### config.mk
export PLATFORM = sky130hd
export DESIGN_NAME = regfile
export DESIGN_NICKNAME = d
export VERILOG_FILES = /design/src/regfile.sv
export VERILOG_INCLUDE_DIRS = /design/src
export SDC_FILE = /design/constraint.sdc
export NUM_CORES = 2
export LEC_CHECK = 0
export ABC_CLOCK_PERIOD_IN_PS = 4800
export BUFFER_PORTS_ARGS = -buffer_cell sky130_fd_sc_hd__buf_2
export CAP_MARGIN = 20
export CORE_UTILIZATION = 38
export CTS_CLUSTER_SIZE = 10
export DETAILED_ROUTE_END_ITERATION = 12
export PLACE_DENSITY = 0.6
export SYNTH_ARGS = -nofsm -noshare
export SYNTH_HDL_FRONTEND = slang
export SYNTH_SLANG_ARGS = --single-unit
### constraint.sdc
create_clock -name clk -period 4.8 [get_ports clk]
set_input_delay 0.96 -clock clk [delete_from_list [all_inputs] [get_ports clk]]
set_output_delay 0.96 -clock clk [all_outputs]
set_load 0.02 [all_outputs]
### src/rv64_macros.svh
// rv64 slice widths, register count and credit depths
`ifndef RV64_MACROS_SVH
`define RV64_MACROS_SVH

// data path width
`define XLEN 64

// register file geometry
`define REG_AW 5
`define REG_NUM 32

// instruction word width
`define INST_W 32

// queue depth, also the credits the producer starts with
`define IN_CREDITS 4

// credits the result consumer hands out after reset
`define OUT_CREDITS 2

`endif
### src/regfile.sv
// 32 x 64 integer register file, x0 reads zero, writes bypass to reads
`include "rv64_macros.svh"

module regfile (
	input  logic                clk,
	input  logic                rst,
	input  logic [`REG_AW-1:0]  rs1_addr,
	input  logic [`REG_AW-1:0]  rs2_addr,
	output logic [`XLEN-1:0]    rs1_data,
	output logic [`XLEN-1:0]    rs2_data,
	input  logic                wb_wena,
	input  logic [`REG_AW-1:0]  wb_waddr,
	input  logic [`XLEN-1:0]    wb_wdata
);
	logic [`XLEN-1:0] regs [`REG_NUM];

	always_ff @(posedge clk) begin
		if (rst) begin
			for (int i = 0; i < `REG_NUM; i++)
				regs[i] <= '0;
		end else if (wb_wena && wb_waddr != '0) begin
			regs[wb_waddr] <= wb_wdata;
		end
	end

	// same-cycle write wins, except for x0
	function automatic logic [`XLEN-1:0] read_port(input logic [`REG_AW-1:0] addr);
		if (addr == '0)
			return '0;
		if (wb_wena && wb_waddr == addr)
			return wb_wdata;
		return regs[addr];
	endfunction

	always_comb begin
		rs1_data = read_port(rs1_addr);
		rs2_data = read_port(rs2_addr);
	end

endmodule

==> metrics.txt <==
status=finished, violations left; failing checks=setup timing; crit share post-route=103%; PortBufs=around 210; Worst-Margin Slew=approximately 1200 ps; min Tclk post-route=a little under 5000 ps; CTS H-tree depth=4; Setup violations, final=1; Post-Syn Area=approximately 110000 um2; setup repair bufs after CTS=0; critical path class=input pin to primary output; WL/cell=just over 40 um; Filler Cells Inserted=roughly 25k; PwrDens=~350 nW/um2; TritonCTS clock tree=yes; setup ws final=-127 ps; Cells after DPL=10.5k; Via density=6.70; Die Y-Extent=between 500 and 600 um; root buf cell=clkbuf_16; first-pass GRT wire length=600000 um; WP data required=approximately 3800 ps; Residual DRC=0; min-delay worst type=input pin to flop; IO Pins=210; Hold EP=regs[0][14]$_SDFFCE_PN0P_; number of global-route vias before repair=72.0k; chip width=535 um; DRT antenna net count=0; Final Hold Viols=0; non-filler cells, final=roughly 11k; Total Power=approximately 43 mW; CTS buffer count=between 200 and 250; hold path start=rst; register area share after synthesis=~57%; biggest regs=regs x2048; NumNets Final=approximately 7k; max reg flops=around 2.0k; Clock transition at path regs=about 60 ps; via count=around 73k; Finished Core Util=about 43%; Hold Path Depth=1; initial antenna violation count=87; Post-CTS Resized=0; largest net degree at the start of global routing=66; max-slew violations=0; EDFF count, synth=between 2k and 2.5k; #FFs+latches synth=between 2k and 2.5k; critical path arrival=3970 ps; Setup crit start kind=input pin; drt first pass iters=8; Die ar.=approximately 290000 um2; post-synthesis cell count=6944; Iteration-0 DRC Markers=about 15k; CTS Hold Bufs=0; max cap viols=0; effective utilization at floorplan=a little under two fifths; FFs w/ async S/R, synth=0%; Largest Register=regs; layout cells sized above 1=a little over a quarter; clock sink total=slightly above 2k; Syn Area/Cell=about 16 um2; worst-path fanout max=19; Setup TNS=-127 ps; post-synth cell types=56; final wirelength=444000 um; Synth Warn #=0; Leak Pwr=roughly 42 nW; GPL Wtd Cong=0.868; Final HPWL DP=around 240000 um; CP Capture Type=primary output; Max Root-Sink Buffers=4; Slew HR=between 10% and 20%; Synth Flop Type=edfxtp_1; area delta synth->final=13.3%; CORE AREA=approximately 280000 um2; Peak VDD IR=a little over 0.0003 V; fmax=approximately 200 MHz; gr ovfl total=0; unrepaired setup endpoints after global routing=no; site row count=approximately 200; Global Route Usage Sum=a little under a third
[worst max-delay path: stages]
cell and delay [ps]:
buf_2 320, buf_4 480, and2_4 720, buf_4 320, a21oi_1 90, a21oi_1 640
buf_4 230, buf_2 160
[cell usage in the layout (no fill, tap or decap), drive strengths merged, types with 3 or more instances in the layout]
cell type,count
o221ai,13
clkbuf,274
mux4,1015
nand3b,6
a22oi,107
o2111ai,9
xor2,4
nand2,86
edfxtp,2048
conb,64
a32oi,5
a211oi,55
inv,6
diode,55
nor4,36
and2,1987
a22o,116
nor2,46
o22ai,213
xnor2,6
nor3b,3
o21ai,7
clkinv,16
buf,570
or2,32
nor2b,4
nand2b,15
mux2i,182
mux2,9
nor3,32
o211a,7
nand3,49
a21oi,40
[worst max path at each step]
stage | end | cells past startpoint | start | slack [ps]
2_1_floorplan | rs2_data[3] | 9 | rs2_addr[0] | 1010
3_3_place_gp | rs2_data[14] | 8 | rs2_addr[3] | -2
3_5_place_dp | rs2_data[14] | 8 | rs2_addr[3] | -2
4_1_cts | rs2_data[14] | 8 | rs2_addr[3] | 0.3
5_1_grt | rs2_data[14] | 8 | rs2_addr[3] | 10
6_report | rs2_data[14] | 8 | rs2_addr[3] | -130
[where the power goes]
part	internal, mW	switching (mW)
registers	20.7	0.487
logic	2.36	3.58
clock network	8.92	7.23
total	31.9	11.3
[layout make-up]
cell class                      instances  area [um2]  share of cell area, %
Timing Repair Buffer                  570        5810                   4.75
Clock inverter                         21         166                  0.136
Inverter                                3        16.3                 0.0133
Tap cell                             3743        4680                   3.83
Multi-Input combinational cell       4170       43800                   35.8
Antenna cell                           55         138                  0.113
Clock buffer                          274        6150                   5.03
Sequential cell                      2048       61500                   50.3
[cells in the mapped netlist, types with 46 or more instances]
cell type,count,share of area (%)
edfxtp_1,2048,57
and2_1,1987,12
mux4_2,1013,21
clkbuf_1,557,1.9
o22ai_1,213,1.2
mux2i_1,182,1.7
buf_2,133,0.62
a22o_1,116,0.94
a22oi_1,107,0.74
nand2_1,86,0.30
buf_1,62,0.22
a211oi_1,55,0.38
nand3_1,49,0.23
nor2_1,46,0.16
[cell families (layout without fill, tap and decap cells)]
logic type / Yosys count / after routing / synth area share [%]
AOI/OAI and AO/OA: 586 / 586 / 3.91
xor gates and xnor gates: 10 / 10 / 0.0811
buffers and inverters: 789 / 868 / 3.06
DFF: 2048 / 2048 / 57.0
muxes: 1206 / 1206 / 23.0
other: 1 / 119 / 0.00347
and+or+nand+nor: 2304 / 2304 / 13.0
[routing by layer]
layer | GRT usage [%] | wire length [um] | up-vias
met5 | 0 | 189 | -
met4 | 20.0 | 32700 | 28
met3 | 8.49 | 62100 | 1649
met2 | 47.1 | 200000 | 6585
met1 | 38.0 | 150000 | 37598
li1 | - | - | 27101
[stage by stage]
stage	worst slack [ps]	cell area, um2	hold slack, ps
after floorplan	1010	108000	1160
after global placement	-1.95	116000	1430
after detailed placement	-1.65	116000	1430
after CTS	0.287	122000	486
after global routing	13.7	122000	525
final	-127	122000	556
(Power assumes the default switching activity.)
