`src/rv64_macros.svh`:
```
// rv64 slice widths, register count and credit depths
`ifndef RV64_MACROS_SVH
`define RV64_MACROS_SVH

// data path width
`define XLEN 64

// register file geometry
`define REG_AW 5
`define REG_NUM 32

// instruction word width
`define INST_W 32

// queue depth, also the credits the producer starts with
`define IN_CREDITS 4

// credits the result consumer hands out after reset
`define OUT_CREDITS 2

`endif
```
`src/inst_queue.sv`:
```
// instruction queue, one entry per input credit, returns a credit per pop
`include "rv64_macros.svh"

module inst_queue (
	input  logic                 clk,
	input  logic                 rst,
	input  logic                 in_valid,
	input  logic [`INST_W-1:0]   in_inst,
	input  logic [`XLEN-1:0]     in_pc,
	output logic                 in_credit,
	output logic                 head_valid,
	output logic [`INST_W-1:0]   head_inst,
	output logic [`XLEN-1:0]     head_pc,
	input  logic                 pop
);
	localparam int DEPTH = `IN_CREDITS;
	localparam int PW = (DEPTH > 1) ? $clog2(DEPTH) : 1;
	localparam int CW = $clog2(DEPTH + 1);

	logic [`INST_W-1:0] inst_mem [DEPTH];
	logic [`XLEN-1:0]   pc_mem [DEPTH];
	logic [PW-1:0]      wr_ptr;
	logic [PW-1:0]      rd_ptr;
	logic [CW-1:0]      count;

	// wrap also for depths that are not a power of two
	function automatic logic [PW-1:0] next_ptr(input logic [PW-1:0] ptr);
		return (ptr == PW'(DEPTH - 1)) ? '0 : ptr + PW'(1);
	endfunction

	always_ff @(posedge clk) begin
		if (in_valid) begin
			inst_mem[wr_ptr] <= in_inst;
			pc_mem[wr_ptr] <= in_pc;
		end
	end

	always_ff @(posedge clk) begin
		if (rst) begin
			wr_ptr <= '0;
			rd_ptr <= '0;
			count <= '0;
			in_credit <= 1'b0;
		end else begin
			if (in_valid)
				wr_ptr <= next_ptr(wr_ptr);
			if (pop)
				rd_ptr <= next_ptr(rd_ptr);
			case ({in_valid, pop})
				2'b10: count <= count + CW'(1);
				2'b01: count <= count - CW'(1);
				default: count <= count;
			endcase
			// one credit pulse per popped entry
			in_credit <= pop;
		end
	end

	assign head_valid = (count != '0);
	assign head_inst = inst_mem[rd_ptr];
	assign head_pc = pc_mem[rd_ptr];

endmodule

```
`config.mk`:
```
export PLATFORM = sky130hd
export DESIGN_NAME = inst_queue
export DESIGN_NICKNAME = d
export VERILOG_FILES = /design/src/inst_queue.sv
export VERILOG_INCLUDE_DIRS = /design/src
export SDC_FILE = /design/constraint.sdc
export NUM_CORES = 1
export LEC_CHECK = 0
export BUFFER_PORTS_ARGS = -buffer_cell sky130_fd_sc_hd__buf_2
export CAP_MARGIN = 25
export CORE_ASPECT_RATIO = 0.5
export CORE_MARGIN = 2
export CORE_UTILIZATION = 57
export CTS_CLUSTER_SIZE = 12
export DETAILED_ROUTE_END_ITERATION = 6
export GPL_ROUTABILITY_DRIVEN = 1
export PLACE_DENSITY = 0.79
export SYNTH_ARGS = -nofsm -noshare
export SYNTH_HDL_FRONTEND = slang
export SYNTH_SLANG_ARGS = --single-unit
```
`constraint.sdc`:
```
create_clock -name clk -period 3.7 [get_ports clk]
set_input_delay 0 -clock clk [delete_from_list [all_inputs] [get_ports clk]]
set_output_delay 0 -clock clk [all_outputs]
set_load 0.005 [all_outputs]
```
==> metrics.md <==
| Metric | Value |
|---|---|
| Fmax | roughly 0.42 GHz |
| Max IR drop VDD | slightly above 0.3 mV |
| Hold crit path type | input pin to flip-flop |
| Max-slew headroom | 0.364 |
| Setup_tns | 0 ns |
| R2r endpoint | pc_mem[2][11] |
| Slew Viols, Final | 0 |
| Share of layout cells above drive strength 1 | 0.399 |
| RSZ-0062 raised after global routing | false |
| First-pass GRT wire length | 43.1 mm |
| Clock skew | 0.0121 ns |
| Worst setup margin | around 1.3 ns |
| Outcome | finished clean |
| Post-synthesis cell type count | 19 |
| Die Height | 116 um |
| CP Buf/Inv Count | 2 |
| Req. time, crit path | ~3.7 ns |
| Worst r2r path cells | 4 |
| RD Place Congestion | 0.747 |
| CTS Buffer Depth | 3 |
| Metal3 WL | approximately 1.4 mm |
| Reg2reg start | wr_ptr[0] |
| Total grt overflow | 0 |
| Uppermost layer routed | met4 |
| Sink Count | slightly below 400 |
| Rows | 40 |
| Crit path cell chain | buf_4, mux4_2, buf_2 |
| Clk slew on worst S/H paths | 0.06 ns |
| Critical Path AT | about 2.4 ns |
| Synth Area per Inst | 26.0 um^2 |
| CP startpoint kind | flip-flop |
| Area grow syn2layout | 24.3% |
| # DRC | 0 |
| Via count | 6859 |
| Min-Delay Endpoint | pc_mem[2][21] |
| Final worst path period share | 0.643 |
| DP Worst Slack | 1.58 ns |
| Met2 WL post-DR | about 15 mm |
| Final ANT Viol Nets | 0 |
| Hold depth | 2 |
| Seq/Total Area, Yosys | 0.819 |
| Yosys warns | 0 |
| Chip Width | 228 um |
| Initial antenna violation count | 3 |
| Final Hold Fails | 0 |
| Cell Area, Synth | 14300 um^2 |
| Nets | 987 |
| Final setup viols | 0 |
| CTS tree | done |
| Actual slew at the worst max-slew pin | 0.954 ns |
| PD cells | 529 nW/um^2 |
| Leakage | 6.08 nW |
| IO Port Bufs | about 200 |
| Setup Crit Path Kind | flip-flop to output port |
| Seq cells post-synth | 394 |
| R2R Setup Slk | 1.63 ns |
| Initial DRC Count | 576 |
| Max cap viols | 0 |
| CTS Buf Count | 38 |
| WL/cell | between 20 and 25 um |
| Placement-stage cell area | 15800 um^2 |
| Stages on worst setup path | 3 |
| DP Cell Count | 1077 |
| Die area | 26500 um^2 |
| Mapped Nets | around 660 |
| Initial DRT Pass Iterations | 5 |
| Root Buffer | clkbuf_16 |
| CP peak stage delay | 0.65 ns |
| Layout Cells excl Fill | 1229 |
| Min cycle time layout | between 2 and 2.5 ns |
| Initial Util | 0.589 |
| Post-Layout Inst Area | 17800 um^2 |
| Synth Instances | 552 |
| Num ports | 198 |
| Htree depth | 2 |
| Vias in the first global route | 7559 |
| Total Wirelength | 27.9 mm |
| Pin count of the biggest net entering global routing | between 50 and 60 |
| Cell family with most CP delay | flip-flops |
| Vias per cell | 5.58 |
| # resized after CTS | 0 |
| M1 wire length | around 11 mm |
| Post-detail-place hpwl | 16.1 mm |
| CP Max Fanout | 23 |
| Core area | 24300 um^2 |
| Gr usage total | 0.218 |
| Crit end category | output port |
| Later-pin clock latency in the skew report | 0.52 ns |
| Hold path start | in_pc[21] |
| Slowest CP cell | dfxtp_4 |
## layout by cell type, fill, tap and decap left out
master,synthesis,final
and2_4,0,4
a21oi_1,4,4
buf_2,11,197
dlygate4sd3_1,0,99
ha_1,6,6
clkbuf_1,6,9
mux4_2,96,96
diode_2,0,3
xor2_1,2,2
o21ai_0,1,1
buf_12,1,5
fa_1,1,1
dfxtp_4,0,2
dfxtp_1,10,8
inv_1,7,7
nor2_1,8,8
nor3b_1,2,2
mux2i_1,2,2
buf_4,0,10
edfxtp_1,384,384
clkbuf_16,0,41
or3_1,2,2
## cells in the mapped netlist (all sizes together)
master,count,area (um^2)
clkbuf,6,22.5
xor2,2,17.5
mux4,96,2160
o21ai,1,5.00
nor2,8,30.0
ha,6,75.1
nor3b,2,15.0
a21oi,4,20.0
mux2i,2,20.0
and2,4,25.0
dfxtp,10,200
fa,1,20.0
inv,7,26.3
buf,17,146
edfxtp,384,11500
or3,2,12.5
## metal layers
metal | vias to the layer above | track usage
met3 | 47 | 0.0430
li1 | 3007 | -
met5 | - | 0
met4 | 0 | 0.0702
met2 | 202 | 0.386
met1 | 3603 | 0.281
## per-stage QoR
step                total power, mW  hold WS [ns]  utilization
global placement               5.95         0.211        0.648
floorplan                      5.63        0.0989            -
detailed placement             5.98         0.216        0.648
CTS                            9.49         0.206        0.732
finish                         9.42         0.227        0.733
global route                   9.74         0.224        0.733
## cell families (layout without fill, tap and decap cells)
| family | Yosys count | in the layout | share of synthesized area |
|---|---|---|---|
| xor gates and xnor gates | 2 | 2 | 0.00122 |
| adders and majority gates | 7 | 7 | 0.00664 |
| muxes | 98 | 98 | 0.152 |
| other | 0 | 3 | 0 |
| DFF | 394 | 394 | 0.819 |
| AOI/OAI and AO/OA | 5 | 5 | 0.00175 |
| buffers and inverters | 30 | 368 | 0.0136 |
| and+or+nand+nor | 16 | 16 | 0.00576 |
## worst max-delay path by stage
| stage | slack, ns | from | end |
|---|---|---|---|
| floorplan | 0.47 | wr_ptr[0] | inst_mem[3][0] |
| global placement | 1.66 | wr_ptr[0] | inst_mem[2][13] |
| detailed placement | 1.58 | wr_ptr[0] | inst_mem[2][14] |
| CTS | 1.23 | flip-flop | head_inst[29] |
| global route | 1.15 | flip-flop | head_inst[29] |
| finish | 1.32 | flip-flop | head_pc[63] |
## power breakdown
part,internal (mW),switching (mW)
clock,1.98,1.48
sequential,5.09,0.0717
combinational,0.424,0.375
total,7.49,1.93
## layout make-up
type                            count  area (um^2)
Sequential cell                   394        11700
Fill cell                        1393         6510
Multi-Input combinational cell    128         2410
Timing Repair Buffer              311         2150
Clock buffer                       50         1060
Tap cell                          336          420
Inverter                            7         26.3
Antenna cell                        3         7.51
## sequential cells by signal, summed over array words and instances (netlist names), named ones only
register and flops:
inst_mem 128, wr_ptr 2, in_credit 1, count 3, pc_mem 256, rd_ptr 2
## what timing repair did
item | 4_1_cts | 5_1_grt
setup buffers | 0 | 0
endpoints found under the hold margin | 394 | 0
hold buffers | 99 | 0
Power figures use the tool's default switching activity.
