<file path="src/rv64_macros.svh">
// rv64 slice widths, register count and credit depths
`ifndef RV64_MACROS_SVH
`define RV64_MACROS_SVH

// data path width
`define XLEN 64

// register file geometry
`define REG_AW 5
`define REG_NUM 32

// instruction word width
`define INST_W 32

// queue depth, also the credits the producer starts with
`define IN_CREDITS 4

// credits the result consumer hands out after reset
`define OUT_CREDITS 2

`endif
</file>
<file path="src/rv64_pkg.sv">
// shared RV64I slice types and the decode-to-execute interface
`include "rv64_macros.svh"

package rv64_pkg;

	typedef enum logic [6:0] {
		OPC_LOAD     = 7'b0000011,
		OPC_STORE    = 7'b0100011,
		OPC_OP_IMM   = 7'b0010011,
		OPC_OP_IMM32 = 7'b0011011,
		OPC_OP       = 7'b0110011,
		OPC_OP32     = 7'b0111011,
		OPC_LUI      = 7'b0110111,
		OPC_AUIPC    = 7'b0010111,
		OPC_BRANCH   = 7'b1100011,
		OPC_JAL      = 7'b1101111,
		OPC_JALR     = 7'b1100111,
		OPC_SYSTEM   = 7'b1110011
	} opcode_e;

	// funct3 of OP / OP_IMM and their W forms
	typedef enum logic [2:0] {
		F3_ADD, F3_SLL, F3_SLT, F3_SLTU, F3_XOR, F3_SR, F3_OR, F3_AND
	} f3_alu_e;

	// funct3 of BRANCH, 010 and 011 are reserved
	typedef enum logic [2:0] {
		F3_BEQ = 3'b000, F3_BNE = 3'b001, F3_BLT = 3'b100,
		F3_BGE = 3'b101, F3_BLTU = 3'b110, F3_BGEU = 3'b111
	} f3_br_e;

	typedef enum logic [4:0] {
		ALU_ZERO,
		ALU_ADD, ALU_SUB, ALU_SLT, ALU_SLTU, ALU_XOR, ALU_OR, ALU_AND,
		ALU_SLL, ALU_SRL, ALU_SRA,
		ALU_ADDW, ALU_SUBW, ALU_SLLW, ALU_SRLW, ALU_SRAW,
		ALU_LUI,
		ALU_BEQ, ALU_BNE, ALU_BLT, ALU_BGE, ALU_BLTU, ALU_BGEU
	} alu_op_e;

	typedef enum logic {OP1_REG, OP1_PC} op1_src_e;

	typedef enum logic [1:0] {OP2_REG, OP2_IMM, OP2_FOUR} op2_src_e;

	typedef struct packed {
		alu_op_e             alu_op;
		op1_src_e            op1_src;
		op2_src_e            op2_src;
		logic [`XLEN-1:0]    imm;
		logic [`REG_AW-1:0]  rd;
		logic                rd_wena;
		logic                branch;
		// jump covers jal and jalr, jalr picks the register target
		logic                jump;
		logic                jalr;
		logic                mem_rena;
		logic                mem_wena;
		logic                mem_unsigned;
		logic [7:0]          byte_enable;
		logic                illegal;
	} dec_ctrl_t;

endpackage

interface id_ex_if import rv64_pkg::*; ();
	logic              valid;
	dec_ctrl_t         ctrl;
	logic [`XLEN-1:0]  pc;
	logic [`XLEN-1:0]  rs1_data;
	logic [`XLEN-1:0]  rs2_data;
	// execute side cannot take a record this cycle
	logic              stall;

	modport producer (output valid, ctrl, pc, rs1_data, rs2_data, input stall);
	modport consumer (input valid, ctrl, pc, rs1_data, rs2_data, output stall);
endinterface

</file>
<file path="src/id_stage.sv">
// RV64I decoder, turns the queue head into a decode/execute record
`include "rv64_macros.svh"

module id_stage import rv64_pkg::*; (
	input  logic                 head_valid,
	input  logic [`INST_W-1:0]   inst,
	input  logic [`XLEN-1:0]     pc,
	output logic                 pop,
	id_ex_if.producer            ex,
	output logic [`REG_AW-1:0]   rs1_addr,
	output logic [`REG_AW-1:0]   rs2_addr,
	input  logic [`XLEN-1:0]     rs1_data,
	input  logic [`XLEN-1:0]     rs2_data
);
	opcode_e           opcode;
	logic [2:0]        f3;
	logic              b30;
	logic [`XLEN-1:0]  imm_i;
	logic [`XLEN-1:0]  imm_s;
	logic [`XLEN-1:0]  imm_b;
	logic [`XLEN-1:0]  imm_u;
	logic [`XLEN-1:0]  imm_j;
	logic [7:0]        be;
	logic              illegal;
	dec_ctrl_t         c;

	// integer ops, sub_ok only for register forms where bit 30 is not immediate
	function automatic alu_op_e alu_sel(input logic [2:0] fn, input logic alt,
			input logic word, input logic sub_ok);
		alu_op_e op;
		op = ALU_ZERO;
		case (fn)
			F3_ADD: begin
				if (sub_ok && alt)
					op = word ? ALU_SUBW : ALU_SUB;
				else
					op = word ? ALU_ADDW : ALU_ADD;
			end
			F3_SLL: op = word ? ALU_SLLW : ALU_SLL;
			F3_SR: begin
				if (alt)
					op = word ? ALU_SRAW : ALU_SRA;
				else
					op = word ? ALU_SRLW : ALU_SRL;
			end
			F3_SLT: op = word ? ALU_ZERO : ALU_SLT;
			F3_SLTU: op = word ? ALU_ZERO : ALU_SLTU;
			F3_XOR: op = word ? ALU_ZERO : ALU_XOR;
			F3_OR: op = word ? ALU_ZERO : ALU_OR;
			F3_AND: op = word ? ALU_ZERO : ALU_AND;
			default: op = ALU_ZERO;
		endcase
		return op;
	endfunction

	assign opcode = opcode_e'(inst[6:0]);
	assign f3 = inst[14:12];
	assign b30 = inst[30];
	assign rs1_addr = inst[19:15];
	assign rs2_addr = inst[24:20];

	assign imm_i = {{52{inst[31]}}, inst[31:20]};
	assign imm_s = {{52{inst[31]}}, inst[31:25], inst[11:7]};
	assign imm_b = {{52{inst[31]}}, inst[7], inst[30:25], inst[11:8], 1'b0};
	assign imm_u = {{32{inst[31]}}, inst[31:12], 12'b0};
	assign imm_j = {{44{inst[31]}}, inst[19:12], inst[20], inst[30:21], 1'b0};

	// access size from the low funct3 bits, same for loads and stores
	always_comb begin
		case (f3[1:0])
			2'b00: be = 8'h01;
			2'b01: be = 8'h03;
			2'b10: be = 8'h0f;
			default: be = 8'hff;
		endcase
	end

	always_comb begin
		c = '0;
		illegal = 1'b0;
		c.rd = inst[11:7];
		c.imm = imm_i;
		case (opcode)
			OPC_OP_IMM, OPC_OP_IMM32: begin
				c.alu_op = alu_sel(f3, b30, opcode == OPC_OP_IMM32, 1'b0);
				c.op2_src = OP2_IMM;
				c.rd_wena = 1'b1;
			end
			OPC_OP, OPC_OP32: begin
				c.alu_op = alu_sel(f3, b30, opcode == OPC_OP32, 1'b1);
				c.rd_wena = 1'b1;
			end
			OPC_LUI: begin
				c.alu_op = ALU_LUI;
				c.op2_src = OP2_IMM;
				c.imm = imm_u;
				c.rd_wena = 1'b1;
			end
			OPC_AUIPC: begin
				c.alu_op = ALU_ADD;
				c.op1_src = OP1_PC;
				c.op2_src = OP2_IMM;
				c.imm = imm_u;
				c.rd_wena = 1'b1;
			end
			// link value pc+4 from the alu, target is built in execute
			OPC_JAL, OPC_JALR: begin
				c.alu_op = ALU_ADD;
				c.op1_src = OP1_PC;
				c.op2_src = OP2_FOUR;
				c.imm = (opcode == OPC_JAL) ? imm_j : imm_i;
				c.rd_wena = 1'b1;
				c.jump = 1'b1;
				c.jalr = (opcode == OPC_JALR);
			end
			OPC_BRANCH: begin
				c.imm = imm_b;
				c.branch = 1'b1;
				case (f3)
					F3_BEQ: c.alu_op = ALU_BEQ;
					F3_BNE: c.alu_op = ALU_BNE;
					F3_BLT: c.alu_op = ALU_BLT;
					F3_BGE: c.alu_op = ALU_BGE;
					F3_BLTU: c.alu_op = ALU_BLTU;
					F3_BGEU: c.alu_op = ALU_BGEU;
					default: illegal = 1'b1;
				endcase
			end
			OPC_LOAD: begin
				c.alu_op = ALU_ADD;
				c.op2_src = OP2_IMM;
				c.rd_wena = 1'b1;
				c.mem_rena = 1'b1;
				c.mem_unsigned = f3[2];
				c.byte_enable = be;
				// no unsigned doubleword
				illegal = (f3 == 3'b111);
			end
			OPC_STORE: begin
				c.alu_op = ALU_ADD;
				c.op2_src = OP2_IMM;
				c.imm = imm_s;
				c.mem_wena = 1'b1;
				c.byte_enable = be;
				illegal = f3[2];
			end
			// no csr file in this slice
			OPC_SYSTEM: illegal = 1'b1;
			default: illegal = 1'b1;
		endcase
		if (illegal) begin
			c = '0;
			c.illegal = 1'b1;
		end
	end

	assign ex.valid = head_valid;
	assign ex.ctrl = c;
	assign ex.pc = pc;
	assign ex.rs1_data = rs1_data;
	assign ex.rs2_data = rs2_data;
	assign pop = head_valid && !ex.stall;

endmodule

</file>
<file path="src/flat_wrapper.sv">
// flat-port wrapper written by rule: the top's interface ports become plain ports
module id_stage_flat import rv64_pkg::*;
  (head_valid, inst, pc, pop, rs1_addr, rs2_addr, rs1_data, rs2_data, ex_valid, ex_ctrl, ex_pc, ex_rs1_data, ex_rs2_data, ex_stall);
  id_ex_if ex_i ();
  input  logic head_valid;
  input  logic [`INST_W-1:0] inst;
  input  logic [`XLEN-1:0] pc;
  output logic pop;
  output logic [`REG_AW-1:0] rs1_addr;
  output logic [`REG_AW-1:0] rs2_addr;
  input  logic [`XLEN-1:0] rs1_data;
  input  logic [`XLEN-1:0] rs2_data;
  output wire logic [$bits(ex_i.valid)-1:0] ex_valid;
  output wire logic [$bits(ex_i.ctrl)-1:0] ex_ctrl;
  output wire logic [$bits(ex_i.pc)-1:0] ex_pc;
  output wire logic [$bits(ex_i.rs1_data)-1:0] ex_rs1_data;
  output wire logic [$bits(ex_i.rs2_data)-1:0] ex_rs2_data;
  input wire logic [$bits(ex_i.stall)-1:0] ex_stall;
  assign ex_valid = ex_i.valid;
  assign ex_ctrl = ex_i.ctrl;
  assign ex_pc = ex_i.pc;
  assign ex_rs1_data = ex_i.rs1_data;
  assign ex_rs2_data = ex_i.rs2_data;
  assign ex_i.stall = ex_stall;
  id_stage u_core (.head_valid(head_valid), .inst(inst), .pc(pc), .pop(pop), .ex(ex_i), .rs1_addr(rs1_addr), .rs2_addr(rs2_addr), .rs1_data(rs1_data), .rs2_data(rs2_data));
endmodule
</file>
<file path="config.mk">
export PLATFORM = sky130hd
export DESIGN_NAME = id_stage_flat
export DESIGN_NICKNAME = d
export VERILOG_FILES = /design/src/rv64_pkg.sv /design/src/id_stage.sv /design/src/flat_wrapper.sv
export VERILOG_INCLUDE_DIRS = /design/src
export SDC_FILE = /design/constraint.sdc
export NUM_CORES = 1
export LEC_CHECK = 0
export ABC_AREA = 1
export BUFFER_PORTS_ARGS = -buffer_cell sky130_fd_sc_hd__buf_4
export CORE_AREA = 4 4 204 206
export DETAILED_ROUTE_END_ITERATION = 7
export DIE_AREA = 0 0 208 210
export SLEW_MARGIN = 10
export SYNTH_ARGS = -nofsm -noshare
export SYNTH_HDL_FRONTEND = slang
export SYNTH_SLANG_ARGS = --single-unit
</file>
<file path="constraint.sdc">
create_clock -name vclk -period 2.7
set_input_delay 0.27 -clock vclk [all_inputs]
set_output_delay 0.27 -clock vclk [all_outputs]
set_load 0.02 [all_outputs]
</file>
==> flow_metrics.tcl <==
set metrics [dict create \
    drive_gt1_share_pct 44.0 \
    critPathKind "primary input to output pin" \
    dieHeight_um 210 \
    worstMarginPinSlew_ns 0.547 \
    io_buffers 139 \
    multi_input_area_mm2 0.00110 \
    gr-usage-all-layers_pct 6.97 \
    dieArea_mm2 0.0437 \
    critPathMaxFanout 16 \
    ys_seq_area_share_pct 0 \
    gp_congestion 0.831 \
    antenna_cells 0 \
    ctsResizeCount 0 \
    grt_max_degree 34 \
    startpoint_type "primary input" \
    layout.nets 642 \
    hold_class "primary input to output pin" \
    start_util_pct 7.86 \
    synthesis.area_mm2 0.00312 \
    vias 2584 \
    tns_ns 0 \
    status "completed" \
    clock_buffers 0 \
    crit_required_ns 2.43 \
    wl_per_cell_um 18.3 \
    rsz0062_at_grt "false" \
    hold_viol 0 \
    power_leakage_nw 1.50 \
    hold_buffers 0 \
    avgSynthCellArea_um2 6.10 \
    drtIter0Drc 121 \
    p_total_w 0.000304 \
    setup_viol 0 \
    syn_nets 740 \
    crit_arrival_ns 2.18 \
    maxSlewHeadroom_pct 63.5 \
    max_clock_freq_mhz 408 \
    syn_to_final_growth_pct -2.21 \
    drv_slew 0 \
    synth_cells 511 \
    grt_pass1_vias 2418 \
    core_mm2 0.0396 \
    grt_pass1_wl_mm 21.5 \
    finalCritPeriodShare_pct 90.7 \
    num-fill-cells 4714 \
    dp_hpwl_mm 15.6 \
    post_cts_buffers 0 \
    min_period_ns 2.45 \
    dr.pass1.iters 4 \
    via_per_inst 2.76 \
    overflow 0 \
    peakVddDrop_mv 0.0199 \
    wl_mm 17.1 \
    numSequentialCells 0 \
    cap_violations 0 \
    ios 523 \
    drtAntennaViolNets 0 \
    endpoint_kind "output pin" \
    antenna_found_initial 2 \
    synth.distinct_cells 21 \
    seq_area_um2 0 \
    drc 0 \
    row_count 73 \
    fp.dieW_um 208 \
    power_density_mw_per_mm2 99.9 \
    yosys_warnings 0 \
]
## synth_stat cells
library cell	n	share of area, %
nand4_1	3	0.60
o31ai_1	2	0.48
inv_2	7	0.84
inv_1	32	3.9
clkbuf_1	2	0.24
nor3_1	10	1.6
buf_4	241	58
buf_6	2	0.72
nand2_1	60	7.2
nor2_2	5	1.0
buf_2	3	0.48
nor2_1	72	8.7
nand2_2	4	0.80
nand3_1	15	2.4
ha_1	3	1.2
a21oi_1	23	3.7
nand3_4	1	0.56
buf_8	1	0.48
o21ai_0	10	1.6
nor2_4	12	4.3
nand2_4	3	1.1
## cell usage in the layout (no fill, tap or decap)
| cell type | n |
|---|---|
| o21ai_0 | 10 |
| nand2_1 | 60 |
| nor2_4 | 12 |
| nor2_2 | 5 |
| nand3_4 | 1 |
| inv_2 | 7 |
| nand2_2 | 4 |
| nand4_1 | 3 |
| a21oi_1 | 23 |
| nand3_1 | 15 |
| nand2_4 | 3 |
| inv_1 | 32 |
| nor3_1 | 10 |
| ha_1 | 3 |
| buf_12 | 2 |
| nor2_1 | 72 |
| buf_4 | 147 |
| o31ai_1 | 2 |
## layer usage
layer,track usage (%),vias up,wire [um]
met1,5.06,1062,4050
met4,2.45,6,714
li1,-,1127,-
met5,0.754,-,74
met2,12.4,319,8430
met3,6.73,70,3850
## where the power goes
part           internal [W]  total [W]  switching [W]
logic              0.000118   0.000304       0.000186
clock network             0          0              0
registers                 0          0              0
total              0.000118   0.000304       0.000186
## area by class of cell
class,count,area share (%)
inverter,39,4.80
multi-input combinational,223,36.1
tap,525,21.6
timing repair buffer,149,37.5
## stage by stage
step / setup WS (ns) / util (%) / area, um2 / hold WS [ns] / std cells
floorplan: 0.302 / - / 3120 / 0.620 / 511
global placement: 0.235 / 7.69 / 3050 / 0.540 / 936
detailed placement: 0.200 / 7.69 / 3050 / 0.540 / 936
CTS: 0.189 / 7.69 / 3050 / 0.540 / 936
global route: 0.0623 / 7.69 / 3050 / 0.540 / 936
finish: 0.251 / 7.69 / 3050 / 0.540 / 936
## worst paths after layout
kind,startpoint,slack (ns),depth (start not counted),endpoint
hold / removal,pc[41],0.54,0,ex_pc[41]
setup / recovery,inst[1],0.25,13,ex_ctrl[17]
## cell families after synthesis
family	synth area share (%)
AO/OA/AOI/OAI	5.78
AND/OR/NAND/NOR	28.3
buffers and inverters	64.7
adder cells (fa/ha/maj)	1.20
## critical path, stage by stage
cell and delay [ns]:
buf_4 0.08, nand2_1 0.17, inv_2 0.16, nand2_1 0.10
nor2_4 0.25, inv_2 0.07, nand2_2 0.10, nor2_4 0.05
nand2_4 0.08, nand2_2 0.21, buf_12 0.25, nor2_1 0.19
buf_4 0.18
Power figures use the tool's default switching activity.
