$ cat src/rv64_macros.svh
// rv64 slice widths, register count and credit depths
`ifndef RV64_MACROS_SVH
`define RV64_MACROS_SVH

// data path width
`define XLEN 64

// register file geometry
`define REG_AW 5
`define REG_NUM 32

// instruction word width
`define INST_W 32

// queue depth, also the credits the producer starts with
`define IN_CREDITS 4

// credits the result consumer hands out after reset
`define OUT_CREDITS 2

`endif
$ cat src/rv64_pkg.sv
// shared RV64I slice types and the decode-to-execute interface
`include "rv64_macros.svh"

package rv64_pkg;

	typedef enum logic [6:0] {
		OPC_LOAD     = 7'b0000011,
		OPC_STORE    = 7'b0100011,
		OPC_OP_IMM   = 7'b0010011,
		OPC_OP_IMM32 = 7'b0011011,
		OPC_OP       = 7'b0110011,
		OPC_OP32     = 7'b0111011,
		OPC_LUI      = 7'b0110111,
		OPC_AUIPC    = 7'b0010111,
		OPC_BRANCH   = 7'b1100011,
		OPC_JAL      = 7'b1101111,
		OPC_JALR     = 7'b1100111,
		OPC_SYSTEM   = 7'b1110011
	} opcode_e;

	// funct3 of OP / OP_IMM and their W forms
	typedef enum logic [2:0] {
		F3_ADD, F3_SLL, F3_SLT, F3_SLTU, F3_XOR, F3_SR, F3_OR, F3_AND
	} f3_alu_e;

	// funct3 of BRANCH, 010 and 011 are reserved
	typedef enum logic [2:0] {
		F3_BEQ = 3'b000, F3_BNE = 3'b001, F3_BLT = 3'b100,
		F3_BGE = 3'b101, F3_BLTU = 3'b110, F3_BGEU = 3'b111
	} f3_br_e;

	typedef enum logic [4:0] {
		ALU_ZERO,
		ALU_ADD, ALU_SUB, ALU_SLT, ALU_SLTU, ALU_XOR, ALU_OR, ALU_AND,
		ALU_SLL, ALU_SRL, ALU_SRA,
		ALU_ADDW, ALU_SUBW, ALU_SLLW, ALU_SRLW, ALU_SRAW,
		ALU_LUI,
		ALU_BEQ, ALU_BNE, ALU_BLT, ALU_BGE, ALU_BLTU, ALU_BGEU
	} alu_op_e;

	typedef enum logic {OP1_REG, OP1_PC} op1_src_e;

	typedef enum logic [1:0] {OP2_REG, OP2_IMM, OP2_FOUR} op2_src_e;

	typedef struct packed {
		alu_op_e             alu_op;
		op1_src_e            op1_src;
		op2_src_e            op2_src;
		logic [`XLEN-1:0]    imm;
		logic [`REG_AW-1:0]  rd;
		logic                rd_wena;
		logic                branch;
		// jump covers jal and jalr, jalr picks the register target
		logic                jump;
		logic                jalr;
		logic                mem_rena;
		logic                mem_wena;
		logic                mem_unsigned;
		logic [7:0]          byte_enable;
		logic                illegal;
	} dec_ctrl_t;

endpackage

interface id_ex_if import rv64_pkg::*; ();
	logic              valid;
	dec_ctrl_t         ctrl;
	logic [`XLEN-1:0]  pc;
	logic [`XLEN-1:0]  rs1_data;
	logic [`XLEN-1:0]  rs2_data;
	// execute side cannot take a record this cycle
	logic              stall;

	modport producer (output valid, ctrl, pc, rs1_data, rs2_data, input stall);
	modport consumer (input valid, ctrl, pc, rs1_data, rs2_data, output stall);
endinterface

$ cat src/exe_stage.sv
// execute stage, registers the decoded record, runs the ALU and emits results on credit
`include "rv64_macros.svh"

module exe_stage import rv64_pkg::*; (
	input  logic                clk,
	input  logic                rst,
	id_ex_if.consumer           ex,
	input  logic                res_credit,
	output logic                res_valid,
	output logic [`XLEN-1:0]    res_pc,
	output logic [`XLEN-1:0]    res_data,
	output logic [`REG_AW-1:0]  res_rd,
	output logic                res_rd_wena,
	output logic                res_br_taken,
	output logic [`XLEN-1:0]    res_target,
	output logic                res_mem_rena,
	output logic                res_mem_wena,
	output logic [7:0]          res_byte_enable,
	output logic                res_illegal,
	output logic                wb_wena,
	output logic [`REG_AW-1:0]  wb_waddr,
	output logic [`XLEN-1:0]    wb_wdata
);
	localparam int CW = $clog2(`OUT_CREDITS + 1);

	logic              ex_valid;
	dec_ctrl_t         ctrl_q;
	logic [`XLEN-1:0]  pc_q;
	logic [`XLEN-1:0]  rs1_q;
	logic [`XLEN-1:0]  rs2_q;
	logic [CW-1:0]     credits;
	logic              fire;
	logic              take;
	logic [`XLEN-1:0]  op_a;
	logic [`XLEN-1:0]  op_b;
	logic [`XLEN-1:0]  alu_result;
	logic [`XLEN-1:0]  pc_target;
	logic [`XLEN-1:0]  reg_target;
	logic              br_taken;

	// record leaves when a credit is there, a new one may enter the same cycle
	assign fire = ex_valid && (credits != '0);
	assign ex.stall = ex_valid && (credits == '0);
	assign take = ex.valid && !ex.stall;

	always_ff @(posedge clk) begin
		if (rst)
			ex_valid <= 1'b0;
		else if (take)
			ex_valid <= 1'b1;
		else if (fire)
			ex_valid <= 1'b0;
	end

	always_ff @(posedge clk) begin
		if (take) begin
			ctrl_q <= ex.ctrl;
			pc_q <= ex.pc;
			rs1_q <= ex.rs1_data;
			rs2_q <= ex.rs2_data;
		end
	end

	always_ff @(posedge clk) begin
		if (rst) begin
			credits <= CW'(`OUT_CREDITS);
		end else begin
			case ({fire, res_credit})
				2'b10: credits <= credits - CW'(1);
				2'b01: credits <= credits + CW'(1);
				default: credits <= credits;
			endcase
		end
	end

	always_comb begin
		op_a = (ctrl_q.op1_src == OP1_PC) ? pc_q : rs1_q;
		case (ctrl_q.op2_src)
			OP2_IMM: op_b = ctrl_q.imm;
			OP2_FOUR: op_b = `XLEN'(4);
			default: op_b = rs2_q;
		endcase
	end

	alu u_alu (
		.alu_op   (ctrl_q.alu_op),
		.op_a     (op_a),
		.op_b     (op_b),
		.result   (alu_result),
		.br_taken (br_taken)
	);

	assign pc_target = pc_q + ctrl_q.imm;
	assign reg_target = rs1_q + ctrl_q.imm;

	// jalr clears bit 0, loads and stores report their address here
	always_comb begin
		if (ctrl_q.jalr)
			res_target = {reg_target[`XLEN-1:1], 1'b0};
		else if (ctrl_q.mem_rena || ctrl_q.mem_wena)
			res_target = reg_target;
		else if (ctrl_q.branch || ctrl_q.jump)
			res_target = pc_target;
		else
			res_target = '0;
	end

	assign res_valid = fire;
	assign res_pc = pc_q;
	assign res_data = alu_result;
	assign res_rd = ctrl_q.rd;
	assign res_rd_wena = ctrl_q.rd_wena;
	assign res_br_taken = (ctrl_q.branch && br_taken) || ctrl_q.jump;
	assign res_mem_rena = ctrl_q.mem_rena;
	assign res_mem_wena = ctrl_q.mem_wena;
	assign res_byte_enable = ctrl_q.byte_enable;
	assign res_illegal = ctrl_q.illegal;

	// writeback lands in the cycle the result leaves
	assign wb_wena = fire && ctrl_q.rd_wena;
	assign wb_waddr = ctrl_q.rd;
	assign wb_wdata = alu_result;

endmodule

$ cat src/alu.sv
// 64-bit integer ALU with W forms and branch compare
`include "rv64_macros.svh"

module alu import rv64_pkg::*; (
	input  alu_op_e             alu_op,
	input  logic [`XLEN-1:0]    op_a,
	input  logic [`XLEN-1:0]    op_b,
	output logic [`XLEN-1:0]    result,
	output logic                br_taken
);
	logic [5:0]   shamt;
	logic [4:0]   shamt_w;
	logic [31:0]  a_w;
	logic [31:0]  b_w;
	logic         lt_s;
	logic         lt_u;
	logic         eq;

	function automatic logic [`XLEN-1:0] sext32(input logic [31:0] v);
		return {{(`XLEN - 32){v[31]}}, v};
	endfunction

	assign shamt = op_b[5:0];
	assign shamt_w = op_b[4:0];
	assign a_w = op_a[31:0];
	assign b_w = op_b[31:0];

	// one comparator set shared by slt and the branches
	assign lt_s = $signed(op_a) < $signed(op_b);
	assign lt_u = op_a < op_b;
	assign eq = (op_a == op_b);

	always_comb begin
		result = '0;
		br_taken = 1'b0;
		case (alu_op)
			ALU_ADD: result = op_a + op_b;
			ALU_SUB: result = op_a - op_b;
			ALU_SLT: result = {{(`XLEN - 1){1'b0}}, lt_s};
			ALU_SLTU: result = {{(`XLEN - 1){1'b0}}, lt_u};
			ALU_XOR: result = op_a ^ op_b;
			ALU_OR: result = op_a | op_b;
			ALU_AND: result = op_a & op_b;
			ALU_SLL: result = op_a << shamt;
			ALU_SRL: result = op_a >> shamt;
			ALU_SRA: result = $signed(op_a) >>> shamt;
			// W forms work on the low word and sign-extend it
			ALU_ADDW: result = sext32(a_w + b_w);
			ALU_SUBW: result = sext32(a_w - b_w);
			ALU_SLLW: result = sext32(a_w << shamt_w);
			ALU_SRLW: result = sext32(a_w >> shamt_w);
			ALU_SRAW: result = sext32($signed(a_w) >>> shamt_w);
			ALU_LUI: result = op_b;
			// branches only raise the flag, result stays zero
			ALU_BEQ: br_taken = eq;
			ALU_BNE: br_taken = !eq;
			ALU_BLT: br_taken = lt_s;
			ALU_BGE: br_taken = !lt_s;
			ALU_BLTU: br_taken = lt_u;
			ALU_BGEU: br_taken = !lt_u;
			default: result = '0;
		endcase
	end

endmodule

$ cat src/flat_wrapper.sv
// flat-port wrapper written by rule: the top's interface ports become plain ports
module exe_stage_flat import rv64_pkg::*;
  (clk, rst, res_credit, res_valid, res_pc, res_data, res_rd, res_rd_wena, res_br_taken, res_target, res_mem_rena, res_mem_wena, res_byte_enable, res_illegal, wb_wena, wb_waddr, wb_wdata, ex_valid, ex_ctrl, ex_pc, ex_rs1_data, ex_rs2_data, ex_stall);
  id_ex_if ex_i ();
  input  logic clk;
  input  logic rst;
  input  logic res_credit;
  output logic res_valid;
  output logic [`XLEN-1:0] res_pc;
  output logic [`XLEN-1:0] res_data;
  output logic [`REG_AW-1:0] res_rd;
  output logic res_rd_wena;
  output logic res_br_taken;
  output logic [`XLEN-1:0] res_target;
  output logic res_mem_rena;
  output logic res_mem_wena;
  output logic [7:0] res_byte_enable;
  output logic res_illegal;
  output logic wb_wena;
  output logic [`REG_AW-1:0] wb_waddr;
  output logic [`XLEN-1:0] wb_wdata;
  input wire logic [$bits(ex_i.valid)-1:0] ex_valid;
  input wire logic [$bits(ex_i.ctrl)-1:0] ex_ctrl;
  input wire logic [$bits(ex_i.pc)-1:0] ex_pc;
  input wire logic [$bits(ex_i.rs1_data)-1:0] ex_rs1_data;
  input wire logic [$bits(ex_i.rs2_data)-1:0] ex_rs2_data;
  output wire logic [$bits(ex_i.stall)-1:0] ex_stall;
  assign ex_i.valid = ex_valid;
  assign ex_i.ctrl = ex_ctrl;
  assign ex_i.pc = ex_pc;
  assign ex_i.rs1_data = ex_rs1_data;
  assign ex_i.rs2_data = ex_rs2_data;
  assign ex_stall = ex_i.stall;
  exe_stage u_core (.clk(clk), .rst(rst), .ex(ex_i), .res_credit(res_credit), .res_valid(res_valid), .res_pc(res_pc), .res_data(res_data), .res_rd(res_rd), .res_rd_wena(res_rd_wena), .res_br_taken(res_br_taken), .res_target(res_target), .res_mem_rena(res_mem_rena), .res_mem_wena(res_mem_wena), .res_byte_enable(res_byte_enable), .res_illegal(res_illegal), .wb_wena(wb_wena), .wb_waddr(wb_waddr), .wb_wdata(wb_wdata));
endmodule
$ cat config.mk
export PLATFORM = sky130hd
export DESIGN_NAME = exe_stage_flat
export DESIGN_NICKNAME = d
export VERILOG_FILES = /design/src/rv64_pkg.sv /design/src/exe_stage.sv /design/src/alu.sv /design/src/flat_wrapper.sv
export VERILOG_INCLUDE_DIRS = /design/src
export SDC_FILE = /design/constraint.sdc
export NUM_CORES = 2
export LEC_CHECK = 0
export BUFFER_PORTS_ARGS = -buffer_cell sky130_fd_sc_hd__buf_4
export CELL_PAD_IN_SITES_DETAIL_PLACEMENT = 1
export CELL_PAD_IN_SITES_GLOBAL_PLACEMENT = 1
export CORE_MARGIN = 2
export CORE_UTILIZATION = 30
export CTS_BUF_LIST = sky130_fd_sc_hd__clkbuf_16
export CTS_CLUSTER_SIZE = 24
export DETAILED_ROUTE_END_ITERATION = 12
export GPL_ROUTABILITY_DRIVEN = 0
export PLACE_DENSITY = 0.7
export SLEW_MARGIN = 20
export SYNTH_ARGS = -nofsm -noshare
export SYNTH_HDL_FRONTEND = slang
export SYNTH_SLANG_ARGS = --single-unit
$ cat constraint.sdc
create_clock -name clk -period 15.3 [get_ports clk]
set_input_delay 2.295 -clock clk [delete_from_list [all_inputs] [get_ports clk]]
set_output_delay 2.295 -clock clk [all_outputs]
set_load 0.05 [all_outputs]
==> results.yml <==
run_status:
  status: "finished clean"
route:
  vias: 46090
  vias_per_cell: 6.36
  postRouteAntennaNets: 0
  drtPass1Iterations: 7
  drc: 0
  drtIter0Drc: 6151
  drt-total-wl_um: 217000
  wl_per_cell_um: 29.9
synth:
  yosysWarnings: 0
  avgSynthCellArea_um2: 7.50
  syn_nets: 5809
  ys_seq_area_share_pct: 22.1
  synth_edf_count: 284
  synthArstFlopShare_pct: 0
  synth_ff_type: "edfxtp_1"
  synth_area_mm2: 0.0389
  syn_inst: 5193
  synth-seq-cells: 287
  synth.distinct_cells: 99
sta:
  skew_ns: 0.0280
  rsz0062_at_grt: "no"
  holdWs_ns: 0.593
  fmax_mhz: 89.3
  finalCritPeriodShare_pct: 73.2
  drv_slew: 0
  fin_setup_tns_ns: 0
  tightest_slew_ns: 1.31
  max_slew_margin_pct: 10.2
  setup_viol: 0
  period_needed_ns: 11.20
  setup_ws_ns: 4.10
  hold_viol: 0
placement:
  place_ws_ns: 5.17
  place_area_mm2: 0.0442
  post-dp-hpwl_um: 173000
  dp_cells: 7171
  port-buffer-count: 569
layout:
  final_layout_size_suffix_gt1_share_pct: 16.0
  final_cell_count_no_fill: 7242
  syn_to_final_growth_pct: 16.6
  fillers: 15960
  multi_input_area_mm2: 0.0276
  design_area_mm2: 0.0454
  nets: 6083
  regArea_mm2: 0.00859
clock_network:
  cts_setup_buffers: 0
  clk_pin_slew_ns: 0.06
  htreeDepth: 2
  cts_resized: 0
  clockRootBuffer: "clkbuf_16"
  clkLatencyLatePin_ns: 0.61
  cts_max_path_buffers: 3
  cts.sinks: 287
  numCtsBuffers: 35
  holdBufCountCts: 0
  cts_tree: "yes"
floorplan:
  core_region_area_mm2: 0.129
  rows: 132
  die_area_mm2: 0.133
  die_w_um: 364
  fp.dieH_um: 364
  start_util_pct: 30.1
  ios: 571
setup_path:
  cp.required_ns: 13.01
  worstPathCellList: "ha_4, nand3b_1, buf_4, nand2_2, buf_4, inv_2, buf_4, a21oi_1, nand2_1, nand2_1, mux2_2, nor2_1, a21oi_1, o21ai_0, o311ai_0, a2111oi_0, o311ai_0, buf_4"
  cp.arrival_ns: 8.90
  worstSetupEndpointType: "primary output"
  cp_max_fo: 69
  critical-path-slowest-cell: "a2111oi_0"
  crit_type: "flop to primary output"
  max_stage_delay_ns: 1.18
  crit_top_cell: "buf_4"
  start_kind: "flop"
grt:
  grt_pass1_wl_um: 307000
  antenna_found_initial: 16
  grt-ovfl-total: 0
  grt_pass1_vias: 44160
  grt_usage_pct: 31.1
  grt_max_degree: 77
pwr:
  power_leakage_nw: 18.8
  pwr_density_cell_mw_per_mm2: 118
  peakVddDrop_v: 0.000123
run:
  max-cap-violations: 0
worst_hold_path:
  hold_path_class: "flop to flop"
[where the power goes]
part           internal, mW  total [mW]  switching [mW]
combinational          1.01        3.55            2.54
sequential            0.933       0.990          0.0569
clock                 0.460       0.831           0.371
[critical path: cells and delay by family (launching register included)]
kind	cells	cell delay (ns)
AND/OR/NAND/NOR	5	1.11
adder cells (fa/ha/maj)	1	0.79
buffers and inverters	5	2.53
multiplexers	1	0.33
flip-flops	1	0.44
AO/OA/AOI/OAI	6	3.08
[layer usage]
layer | vias to the layer above | share of wire [%] | GRT usage (%)
met5 | - | 0.049 | 0
met4 | 16 | 6.3 | 17.0
met3 | 626 | 11 | 8.11
met2 | 2847 | 42 | 46.1
met1 | 22686 | 41 | 41.1
li1 | 19915 | - | -
[state kept, by name (all words and copies together) (netlist names), 2 cells and up]
name / count
u_core.credits: 2
u_core.ctrl_q: 75
u_core.res_byte_enable: 8
u_core.res_pc: 64
u_core.res_rd: 5
u_core.rs1_q: 64
u_core.rs2_q: 64
[final timing paths]
path	start	endpoint	slack [ns]	cells past startpoint
max	u_core.ctrl_q[86]	wb_wdata[17]	4.10	18
min	u_core.credits[0]	u_core.credits[0]	0.59	2
max reg2reg	u_core.credits[0]	u_core.ctrl_q[85]	12.08	4
min reg2reg	u_core.credits[0]	u_core.credits[0]	0.59	2
[placed cells by master (no fill, tap or decap), types with 72 or more instances in the layout]
master	Yosys	layout
ha_1	323	321
buf_4	84	669
o21ai_0	437	435
o211ai_1	98	98
nand3_1	107	107
a21oi_1	573	573
a21o_1	121	120
o22ai_1	131	130
xnor2_1	73	73
inv_1	223	227
mux2i_1	130	130
edfxtp_1	284	284
nor3_1	107	105
nor2_1	482	476
nand2_1	561	558
a31oi_1	73	73
a211oi_1	72	72
[metrics by stage]
stage / util (%) / total power [mW]
3_5_place_dp: 34.2 / 4.41
3_3_place_gp: 34.2 / 4.37
6_report: 35.1 / 5.37
4_1_cts: 35.1 / 5.27
2_1_floorplan: - / 3.30
5_1_grt: 35.1 / 5.57
[cells by family (layout without fill, tap and decap cells)]
family          count (synthesis)  count (layout)  synth area share (%)
compound gates               2028            2028                  33.5
buf+inv                       665             966                  7.41
flops                         287             287                  22.1
simple gates                 1539            1539                  17.6
fa+ha+maj                     327             327                  10.6
other cells                     0               6                     0
xor+xnor                      144             144                  3.24
mux                           203             203                  5.66
[cell type report]
class / instances / area share (%)
antenna: 6 / 0.0331
clock buffer: 35 / 1.93
clock inverter: 29 / 0.540
inverter: 231 / 1.93
multi-input combinational: 4241 / 60.7
sequential: 287 / 18.9
tap: 1742 / 4.80
timing repair buffer: 671 / 11.1
[synth_stat cells, types with 63 or more instances]
cell type,n,share of area [%]
nand2_1,561,5.4
nand3_1,107,1.4
o22ai_1,131,2.1
clkbuf_1,258,2.5
xnor2_1,73,1.6
o21bai_1,67,1.3
ha_1,323,10
a221oi_1,63,1.4
a211oi_1,72,1.4
nor2_1,482,4.6
mux2_2,65,1.9
buf_4,84,1.6
a21o_1,121,2.3
nor3_1,107,1.4
o211ai_1,98,1.9
inv_1,223,2.1
xor2_1,71,1.6
a31oi_1,73,1.2
a21oi_1,573,7.4
o21ai_0,437,5.6
edfxtp_1,284,22
mux2i_1,130,3.3
Power figures use the tool's default switching activity.
